===== src/logic/fetch_cfg.svh =====
`ifndef FETCH_CFG_SVH
`define FETCH_CFG_SVH

// ****************************************
// fetch front end build constants
// ****************************************

// first address fetched after reset.
`define FETCH_RESET_PC 32'h1c00_0000

// entries in the direct-mapped BTB, must be a power of two.
`define FETCH_BTB_ENTRIES 16

`endif


===== src/logic/fetch_pkg.sv =====
package fetch_pkg;

    // opcode window of the branch and jump instructions, jirl through bgeu.
    localparam logic [5:0] BR_OP_FIRST = 6'b010011;
    localparam logic [5:0] BR_OP_LAST = 6'b011011;

    typedef struct packed {
        logic        taken;
        logic [31:0] target;
    } btb_predict_t;

    // a branch as resolved by execute.
    typedef struct packed {
        logic        valid;
        logic [31:0] pc;
        logic        taken;
        logic [31:0] target;
    } br_resolved_t;

    typedef struct packed {
        logic        valid;
        logic [31:0] pc;
    } btb_invalid_t;

    typedef struct packed {
        logic        valid;
        logic [31:0] pc;     // new fetch address.
    } wr_pc_req_t;

    // one accepted cache request and the prediction made for it.
    typedef struct packed {
        logic        valid;
        logic [31:0] pc;
        logic        taken;
        logic [31:0] target;
    } fetch1_fetch2_pass_t;

    typedef struct packed {
        logic [31:0] pc;
        logic [31:0] inst;
    } fetch2_decode_pass_t;

endpackage


===== src/logic/bpu.sv =====
`timescale 1ns/1ns
`include "fetch_cfg.svh"

module bpu import fetch_pkg::*; (
    input  logic         clk,
    input  logic         rst_n,
    input  logic [31:0]  lookup_pc_i,
    output btb_predict_t predict_o,
    input  btb_invalid_t btb_invalid_i,
    input  br_resolved_t resolved_i
);

    localparam int ENTRIES = `FETCH_BTB_ENTRIES;
    localparam int IDX_W = $clog2(ENTRIES);
    localparam int TAG_W = 30 - IDX_W;

    typedef struct packed {
        logic [TAG_W-1:0] tag;
        logic [31:0]      target;
    } btb_entry_t;

    logic [ENTRIES-1:0] valid_q;
    btb_entry_t         entry_q [ENTRIES];

    logic [IDX_W-1:0] lk_idx, res_idx, inv_idx;
    logic [TAG_W-1:0] lk_tag, res_tag, inv_tag;
    logic             res_match, inv_en;

    assign lk_idx = lookup_pc_i[IDX_W+1:2];
    assign lk_tag = lookup_pc_i[31:IDX_W+2];
    assign res_idx = resolved_i.pc[IDX_W+1:2];
    assign res_tag = resolved_i.pc[31:IDX_W+2];
    assign inv_idx = btb_invalid_i.pc[IDX_W+1:2];
    assign inv_tag = btb_invalid_i.pc[31:IDX_W+2];

    // ****************************************
    // lookup
    // ****************************************
    assign predict_o.taken = valid_q[lk_idx] && (entry_q[lk_idx].tag == lk_tag);
    assign predict_o.target = entry_q[lk_idx].target;

    // ****************************************
    // training and invalidation
    // ****************************************
    assign res_match = entry_q[res_idx].tag == res_tag;
    // a resolved branch on the same index overrides the invalidate.
    assign inv_en = btb_invalid_i.valid && (entry_q[inv_idx].tag == inv_tag)
                    && !(resolved_i.valid && (res_idx == inv_idx));

    always_ff @(posedge clk or negedge rst_n) begin
        if (!rst_n) begin
            valid_q <= '0;
        end else begin
            if (inv_en) valid_q[inv_idx] <= 1'b0;
            if (resolved_i.valid) begin
                if (resolved_i.taken) valid_q[res_idx] <= 1'b1;
                else if (res_match) valid_q[res_idx] <= 1'b0;  // not taken drops the entry.
            end
        end
    end

    always_ff @(posedge clk) begin
        if (resolved_i.valid && resolved_i.taken) begin
            entry_q[res_idx] <= '{tag: res_tag, target: resolved_i.target};
        end
    end

endmodule


===== src/logic/fetch1.sv =====
`timescale 1ns/1ns
`include "fetch_cfg.svh"

module fetch1 import fetch_pkg::*; (
    input  logic                clk,
    input  logic                rst_n,
    input  logic                stall_i,

    output logic [31:0]         btb_pc_o,
    input  btb_predict_t        btb_predict_i,

    input  wr_pc_req_t          ex_wr_pc_req_i,
    input  wr_pc_req_t          if2_wr_pc_req_i,

    output logic                icache_req_o,
    output logic [31:0]         icache_pa_o,
    input  logic                icache_ready_i,

    output fetch1_fetch2_pass_t pass_o
);

    logic [31:0] pc_q, pc_d;
    logic        run_q;     // low only until the first edge after reset.
    logic        redirect, accept;

    assign redirect = ex_wr_pc_req_i.valid || if2_wr_pc_req_i.valid;

    // the physical address is the fetch PC itself.
    assign btb_pc_o = pc_q;
    assign icache_pa_o = pc_q;
    assign icache_req_o = run_q && !stall_i && !redirect;
    assign accept = icache_req_o && icache_ready_i;

    // ****************************************
    // next PC selection
    // ****************************************
    always_comb begin
        if (ex_wr_pc_req_i.valid) begin
            pc_d = ex_wr_pc_req_i.pc;
        end else if (if2_wr_pc_req_i.valid) begin
            pc_d = if2_wr_pc_req_i.pc;
        end else if (accept && btb_predict_i.taken) begin
            pc_d = btb_predict_i.target;
        end else if (accept) begin
            pc_d = pc_q + 32'd4;
        end else begin
            pc_d = pc_q;    // wait for the cache to take the request.
        end
    end

    always_ff @(posedge clk or negedge rst_n) begin
        if (!rst_n) begin
            pc_q <= `FETCH_RESET_PC;
            run_q <= 1'b0;
        end else begin
            pc_q <= pc_d;
            run_q <= 1'b1;
        end
    end

    // the accepted request travels on with the prediction seen for it.
    always_comb begin
        pass_o.valid = accept;
        pass_o.pc = pc_q;
        pass_o.taken = btb_predict_i.taken;
        pass_o.target = btb_predict_i.target;
    end

endmodule


===== src/logic/fetch2.sv =====
`timescale 1ns/1ns

module fetch2 import fetch_pkg::*; (
    input  logic                clk,
    input  logic                rst_n,
    input  logic                flush_i,
    output logic                stall_o,

    input  fetch1_fetch2_pass_t pass_i,

    input  logic [31:0]         icache_data_i,
    input  logic                icache_data_valid_i,
    output logic                icache_data_ready_o,

    output wr_pc_req_t          wr_pc_req_o,
    output btb_invalid_t        btb_invalid_o,

    input  logic                decode_stall_i,
    output logic                decode_valid_o,
    output fetch2_decode_pass_t decode_pass_o
);

    fetch1_fetch2_pass_t pend_q;        // the one request in flight.
    logic                drop_q;        // its response is to be thrown away.
    logic                out_valid_q;
    fetch2_decode_pass_t out_pass_q;

    logic out_hold, take, keep;
    logic is_branch, bad_pred;

    // ****************************************
    // response handshake
    // ****************************************
    assign out_hold = out_valid_q && decode_stall_i;
    assign icache_data_ready_o = pend_q.valid && !out_hold;
    assign take = icache_data_valid_i && icache_data_ready_o;
    assign keep = take && !drop_q && !flush_i;

    // fetch1 may issue again in the cycle the pending response is taken.
    assign stall_o = pend_q.valid && !take;

    // ****************************************
    // pre-decode correction
    // ****************************************
    assign is_branch = (icache_data_i[31:26] >= BR_OP_FIRST)
                       && (icache_data_i[31:26] <= BR_OP_LAST);
    assign bad_pred = keep && pend_q.taken && !is_branch;

    // a taken prediction on a non-branch is undone and the stream resumes at pc+4.
    always_comb begin
        wr_pc_req_o.valid = bad_pred;
        wr_pc_req_o.pc = pend_q.pc + 32'd4;
        btb_invalid_o.valid = bad_pred;
        btb_invalid_o.pc = pend_q.pc;
    end

    always_ff @(posedge clk or negedge rst_n) begin
        if (!rst_n) begin
            pend_q <= '0;
            drop_q <= 1'b0;
            out_valid_q <= 1'b0;
        end else begin
            if (pass_i.valid) pend_q <= pass_i;
            else if (take) pend_q.valid <= 1'b0;

            if (take) drop_q <= 1'b0;
            else if (flush_i && pend_q.valid) drop_q <= 1'b1;

            if (flush_i) begin
                out_valid_q <= 1'b0;    // the word held for decode is discarded.
            end else if (keep) begin
                out_valid_q <= 1'b1;
            end else if (!decode_stall_i) begin
                out_valid_q <= 1'b0;
            end
        end
    end

    always_ff @(posedge clk) begin
        if (keep) begin
            out_pass_q <= '{pc: pend_q.pc, inst: icache_data_i};
        end
    end

    assign decode_valid_o = out_valid_q;
    assign decode_pass_o = out_pass_q;

endmodule


===== src/logic/fetch_top.sv =====
`timescale 1ns/1ns

module fetch_top import fetch_pkg::*; (
    input  logic                clk,
    input  logic                rst_n,

    output logic                icache_req_o,
    output logic [31:0]         icache_pa_o,
    input  logic                icache_ready_i,
    input  logic [31:0]         icache_data_i,
    input  logic                icache_data_valid_i,
    output logic                icache_data_ready_o,

    input  br_resolved_t        ex_resolved_i,
    input  wr_pc_req_t          ex_redirect_i,

    input  logic                decode_stall_i,
    output logic                decode_valid_o,
    output fetch2_decode_pass_t decode_pass_o
);

    // ****************************************
    // pass structs and control wiring
    // ****************************************
    fetch1_fetch2_pass_t pass_if1;

    logic [31:0]  pc_if1_to_btb;
    btb_predict_t btb_pre;
    btb_invalid_t if2_btb_invalid;
    wr_pc_req_t   if2_wr_pc_req;

    logic if1_stall_i, if2_stall_o;
    logic if2_flush_i;

    assign if1_stall_i = if2_stall_o;
    assign if2_flush_i = ex_redirect_i.valid;   // only execute flushes fetch2.

    bpu bpu_inst (
        .clk,
        .rst_n,
        .lookup_pc_i   (pc_if1_to_btb),
        .predict_o     (btb_pre),
        .btb_invalid_i (if2_btb_invalid),
        .resolved_i    (ex_resolved_i)
    );

    fetch1 fetch1_inst (
        .clk,
        .rst_n,
        .stall_i         (if1_stall_i),
        .btb_pc_o        (pc_if1_to_btb),
        .btb_predict_i   (btb_pre),
        .ex_wr_pc_req_i  (ex_redirect_i),
        .if2_wr_pc_req_i (if2_wr_pc_req),
        .icache_req_o,
        .icache_pa_o,
        .icache_ready_i,
        .pass_o          (pass_if1)
    );

    fetch2 fetch2_inst (
        .clk,
        .rst_n,
        .flush_i        (if2_flush_i),
        .stall_o        (if2_stall_o),
        .pass_i         (pass_if1),
        .icache_data_i,
        .icache_data_valid_i,
        .icache_data_ready_o,
        .wr_pc_req_o    (if2_wr_pc_req),
        .btb_invalid_o  (if2_btb_invalid),
        .decode_stall_i,
        .decode_valid_o,
        .decode_pass_o
    );

endmodule


===== config.mk =====
export PLATFORM = sky130hd
export DESIGN_NAME = fetch_top
export DESIGN_NICKNAME = d
export VERILOG_FILES = /design/src/logic/fetch_pkg.sv /design/src/logic/bpu.sv /design/src/logic/fetch1.sv /design/src/logic/fetch2.sv /design/src/logic/fetch_top.sv
export VERILOG_INCLUDE_DIRS = /design/src /design/src/logic
export SDC_FILE = /design/constraint.sdc
export NUM_CORES = 2
export LEC_CHECK = 0
export BUFFER_PORTS_ARGS = -buffer_cell sky130_fd_sc_hd__buf_2
export CORE_ASPECT_RATIO = 0.75
export CORE_MARGIN = 1
export CORE_UTILIZATION = 65
export DETAILED_ROUTE_END_ITERATION = 10
export HOLD_SLACK_MARGIN = 0.08
export PLACE_DENSITY = 0.81
export SLEW_MARGIN = 20
export SYNTH_ARGS = -nofsm -noshare
export SYNTH_HDL_FRONTEND = slang
export SYNTH_SLANG_ARGS = --single-unit

===== constraint.sdc =====
create_clock -name clk -period 16.2 [get_ports clk]
set_input_delay 1.62 -clock clk [delete_from_list [all_inputs] [get_ports clk]]
set_output_delay 1.62 -clock clk [all_outputs]
set_load 0.02 [all_outputs]

[Word level (Yosys, flattened, before mapping)]
Memories as Yosys holds them, arrays and structs flattened.
Index checks and enable logic that the tools add are counted.
Storage, ports and cells
  input bits: 136
  memories kept: 1
  output and inout port bits: 99
  register bits after elaboration: 149
  RAM bits: 928
Cells by class
  equality and inequality tests: 5
  add/sub/neg operators: 2
  bitwise gates (word level): 5
  multiplexer cells: 23
  order comparisons: 7
  reduce and logical (&&, ||, !) cells: 33
Memory list
  bpu_inst.entry_q: words 16, bits a word 58, read ports 3, clocked after memory_dff 0, wr ports 1, RTL line bpu.sv:23  | btb_entry_t entry_q [ENTRIES];
Operators by type and width (count)
  $mux 32: 4
  $eq 26x26->1: 3
  $add 32x3->32 const B: 2
  $mux 16: 4
  $and 16x16->16: 2
  $not 16->16: 2
  $logic_and 1x1->1: 21
  $or 16x16->16: 1
  $lt 4x5->1 const B: 3
  $mux 1: 12
  $demux 1 s4: 2
  $ge 4x1->1 const B: 2
  $logic_not 1->1: 8
  $ge 6x5->1 const B: 1
  $le 6x5->1 const B: 1
  $bmux 1 s4: 1
  $eq 4x4->1: 1
  $reduce_bool 2->1: 2
  $reduce_bool 4->1: 1
  $ne 3x2->1 const B: 1
  $logic_or 1x1->1: 1

[Logic depth before layout (Yosys ltp)]
  word-level depth: 16
  gate-level depth with buffers: 16
  mapped depth without buffers: 9

[Modules after synthesis]
A second synthesis with hierarchy kept.
Unflattened totals
  cell total of the unflattened synthesis: 2907
  area, all modules: 51992.4 um^2
By module, submodules not included
  bpu: sequential area each 28267.1 um^2, area an instance 44310.0 um^2, cells each 2196, instances 1
  fetch2: sequential area each 2822.7 um^2, area an instance 4144.0 um^2, cells each 268, instances 1
  fetch1: sequential area each 829.5 um^2, area an instance 3538.4 um^2, cells each 443, instances 1

[Least setup slack after synthesis]
Ideal clock, no wire load.
  kind: in2out
  start: input port ex_redirect_i[32] (netlist name)
  end: output port icache_req_o
  cell stages on the path: 7
  buffers on the path: 3
  path slack: 4.487 ns
  data arrival time: 10.093 ns
  cells stage by stage: clkbuf_1 nor4b_1 and3_1 clkbuf_1 clkbuf_1 nor2_1 and3_1
On the way
  longest elaborated chain between the ends: 7
RTL lines
  start, declared: RTL line fetch_top.sv:15  | input wr_pc_req_t ex_redirect_i,
  $logic_not 1->1: RTL line fetch2.sv:37  | assign keep = take && !drop_q && !flush_i;
  $logic_and 1x1->1: RTL line fetch2.sv:37
  $logic_and 1x1->1 (2 in a row): RTL line fetch2.sv:47  | assign bad_pred = keep && pend_q.taken && !is_branch;
  $logic_or 1x1->1 *: RTL line fetch1.sv:26  | assign redirect = ex_wr_pc_req_i.valid || if2_wr_pc_req_i.valid;
  $logic_not 1->1 *: RTL line fetch1.sv:31  | assign icache_req_o = run_q && !stall_i && !redirect;
  $logic_and 1x1->1 *: RTL line fetch1.sv:31
  end, declared: RTL line fetch_top.sv:7  | output logic icache_req_o,
Mark *: on every way between the ends. The rest lies on a longest branch, timed or not.

[Worst setup path in the final report]
  start: register fetch1_inst.pc_q[3] (netlist: fetch1_inst.btb_pc_o[3])
  end: register fetch1_inst.pc_q[8] (netlist: fetch1_inst.btb_pc_o[8])
On the way
  longest elaborated chain between the ends: 7
RTL lines
  start, declared: RTL line fetch1.sv:22  | logic [31:0] pc_q, pc_d;
  start signal, assigned: RTL line fetch1.sv:53  | pc_q <= `FETCH_RESET_PC;
  start signal, assigned: RTL line fetch1.sv:56  | pc_q <= pc_d;
  branches (longest 7 deep; another with $add 32x3->32)
Parallel ways; which one is timed is not known. The select of a mux whose other input is x is not followed.
A chain may end at the register's enable or synchronous reset.

==> metrics.md <==
| Metric | Value |
|---|---|
| Post-Syn Area per Cell | `18.72 um^2` |
| Final max-slew violation count | `0` |
| PortBufs | `232` |
| PnR worst setup slack | `9.267 ns` |
| Crit. Startpoint | `fetch1_inst.btb_pc_o[3]$_DFFE_PN0P_` |
| Total power | `6.875 mW` |
| Nature of the critical path startpoint | `register` |
| Status | `finished, final reports clean` |
| Vias per cell | `7.679` |
| Sink Count | `~1,100` |
| Power Dens Cells | `roughly 120 nW/um^2` |
| Ys Warns | `0` |
| Worst Path Max Fanout | `107` |
| Nets | `3,045` |
| Antenna Violating Nets Remaining | `0` |
| Area delta synth->final | `10.29%` |
| CTS hold repair buffers | `0` |
| Net Sw Power | `1.952 mW` |
| Clock tree buffer depth | `3` |
| Worst r2r path cells | `11` |
| Worst EP arrival | `7.53 ns` |
| Hold crit path type | `register to register` |
| Syn_nets | `2,851` |
| Fin crit share | `42.80%` |
| Crit Reg-Reg Startpoint | `fetch1_inst.btb_pc_o[3]$_DFFE_PN0P_` |
| Post-synth EDFFs | `between 900 and 1,000` |
| F_max | `0.1442 GHz` |
| Num CTS Buffers | `99` |
| CP peak stage delay | `about 1.0 ns` |
| CTS clk-pin slew, worst paths | `around 0.070 ns` |
| Average wire per standard cell | `38.86 um` |
| CP required | `16.79 ns` |
| Internal | `4.923 mW` |
| CP Buf/Inv Count | `3` |
| Die H | `about 240 um` |
| Vias in the first global route | `31,070` |
| Hold wc startpoint | `bpu_inst.valid_q[0]$_DFF_PN0_` |
| Clock Tree Root | `clkbuf_16` |
| Cts repair resizes | `0` |
| GRT Util Overall | `40.32%` |
| Syn Inst Count | `~2,700` |
| DRT Wirelength | `156.6 mm` |
| Starting Density | `65.82%` |
| Sequential cell area fraction in the yosys report | `62.92%` |
| First-pass GRT wire length | `223.4 mm` |
| Unique cell type count in the Yosys netlist | `a little under 90` |
| Kind of end point of the critical path | `register` |
| Pre-CTS setup slack | `~9.4 ns` |
| Unrepaired setup endpoints after global routing | `false` |
| DPL Wire Length | `94.56 mm` |
| DRT Pass-1 Iters | `10` |
| Row cnt | `a little under 90` |
| Main synth FF type | `edfxtp_1` |
| Flop and latch count out of synthesis | `1,077` |
| Ys async rst share | `between 7 and 8%` |
| # Post-CTS Setup Buffers | `0` |
| Share of layout cells above drive strength 1 | `32.37%` |
| Maxcap violations | `0` |
| Clk pwr share | `roughly 34%` |
| Min Tclk post-route | `6.933 ns` |
| Worst-skew pair later-pin latency | `~0.70 ns` |
| Hold Vio Cnt, Final | `0` |
| 1st-iter DRT viols | `5,477` |
| Worst path depth | `11` |
| Lkg Pwr | `18.28 nW` |
| Reg power frac | `47.7%` |
| Switching Share | `28.39%` |
| VDD IR max | `0.1099 mV` |
| GR Overflow Total | `0` |
| Die area | `~79,000 um^2` |
| CTS tree | `built` |
| Comb pwr share | `18.3%` |
| Die X | `324.6 um` |
| CP max-delay cell | `dfrtp_4` |
| Setup CP Type | `register to register` |
| Most frequent CP cell | `mux2i_1` |
| Commonest cells after routing, fill and taps aside | `edfxtp_1, mux4_2, buf_2` |
| Initial antenna violation count | `15` |
| Final setup fails | `0` |
| CTS H-Tree Depth | `3` |
| Worst Max-Slew Pin Slew | `about 1.2 ns` |
| Worst path cell trace | `buf_12, buf_4, buf_4, mux4_2, mux2i_1, mux2i_1, nand3_1, nor4_1, and4b_2, mux2i_1, a221oi_1` |
| Setup TNS Final | `0 ns` |
| CP top delay family | `buffers and inverters` |
| Placer Congestion | `0.9994` |
| Core box area | `~77,000 um^2` |
| Largest net degree at the start of global routing | `108` |
| Commonest non-fill, non-tap cell in the layout | `edfxtp_1` |
| Vias post-DR | `30,940` |
| Relative slew margins | `18.53%` |
| Hold path cells | `1` |
| Top-Level Pins | `235` |
| Mapped Area | `just over 50,000 um^2` |
| Fin Clk Skew | `0.04199 ns` |
| DRC errors left | `0` |
registers in the layout (all words and copies together), names as in the netlist:
register,cells
bpu_inst.entry_q,928
bpu_inst.valid_q,16
fetch1_inst.btb_pc_o,32
fetch1_inst.run_q,1
fetch2_inst.btb_invalid_o,32
fetch2_inst.decode_pass_o,64
fetch2_inst.decode_valid_o,1
fetch2_inst.drop_q,1
fetch2_inst.pend_q,2
area by class of cell:
type	count	area, um^2
Clock inverter	55	576.8
Fill cell	4407	21120
Multi-Input combinational cell	1419	17830
Antenna cell	10	25.02
Timing Repair Buffer	286	1590
Tap cell	1035	1295
Sequential cell	1077	31940
Clock buffer	126	2619
Inverter	21	80.08
synth_stat cells (22+ instances only):
library cell  count  area share (%)
nand4_1          22            0.27
xnor2_1          93             1.6
buf_1            24            0.18
o21ai_0          40            0.39
nand3_1          37            0.37
nor2_1           79            0.58
mux2i_1         123             2.4
xor2_1           25            0.43
buf_2            38            0.37
clkbuf_1         87            0.64
edfxtp_1        992              59
dfrtp_1          82             4.0
nand2_1         151             1.1
mux4_1           28             1.5
a22oi_1          30            0.44
a21oi_1          26            0.26
buf_4            22            0.33
mux4_2          472              21
layer usage:
metal | global-route usage (%) | up-vias | share of wire, % | wire [um]
met2 | 59.72 | 2756 | 45 | 71170
li1 | - | 11810 | - | -
met3 | 14.11 | 477 | 15 | 23700
met5 | 0 | - | 0.048 | 75
met1 | 55.74 | 15880 | 35 | 55010
met4 | 16.08 | 12 | 4.2 | 6610
per-stage QoR:
step / area (um^2) / utilization [%] / instances / hold WS [ns]
2_1_floorplan: 50730 / - / 2710 / 0.4231
3_3_place_gp: 52730 / 68.41 / 3838 / 0.4723
3_5_place_dp: 52730 / 68.41 / 3838 / 0.4779
4_1_cts: 55920 / 72.56 / 4019 / 0.5096
5_1_grt: 55940 / 72.59 / 4025 / 0.5377
6_report: 55950 / 72.60 / 4029 / 0.5118
path summary, 6_finish.rpt:
path / endpoint / slack (ns)
worst max-delay path: fetch1_inst.btb_pc_o[8]$_DFFE_PN0P_ / 9.27
worst min-delay path: bpu_inst.valid_q[0]$_DFF_PN0_ / 0.51
worst max register to register: fetch1_inst.btb_pc_o[8]$_DFFE_PN0P_ / 9.27
worst min register to register: bpu_inst.valid_q[0]$_DFF_PN0_ / 0.51
max in group asynchronous: fetch1_inst.btb_pc_o[4]$_DFFE_PN0P_ / 14.03
min in group asynchronous: fetch2_inst.pend_q[32]$_DFFE_PN0P_ / 0.81
worst reg2reg max path, cell delays in order (launching register included):
cell	delay [ns]
dfrtp_4	1.02
buf_12	0.54
buf_4	1.01
buf_4	0.77
mux4_2	0.48
mux2i_1	0.36
mux2i_1	0.54
nand3_1	0.15
nor4_1	0.41
and4b_2	1.01
mux2i_1	0.23
a221oi_1	0.32
kinds of logic (layout without fill, tap and decap cells):
| logic type | Yosys count | count (layout) | synth area share (%) |
|---|---|---|---|
| AO/OA/AOI/OAI | 243 | 243 | 3.426 |
| XOR/XNOR | 118 | 118 | 2.037 |
| adder cells (fa/ha/maj) | 5 | 5 | 0.1233 |
| buffers and inverters | 214 | 488 | 2.244 |
| flip-flops | 1077 | 1077 | 62.92 |
| multiplexers | 638 | 638 | 25.19 |
| other | 1 | 11 | 0.007392 |
| AND/OR/NAND/NOR | 414 | 414 | 4.052 |
power by group through the flow:
stage | Sequential [mW] | Clock, mW | Combinational (mW)
after global placement | 3.32 | 0 | 1.19
final | 3.28 | 2.34 | 1.26
after floorplan | 3.22 | 0 | 0.861
after global routing | 3.28 | 2.44 | 1.30
after detailed placement | 3.33 | 0 | 1.21
after CTS | 3.27 | 2.34 | 1.22
Power figures use the tool's default switching activity.
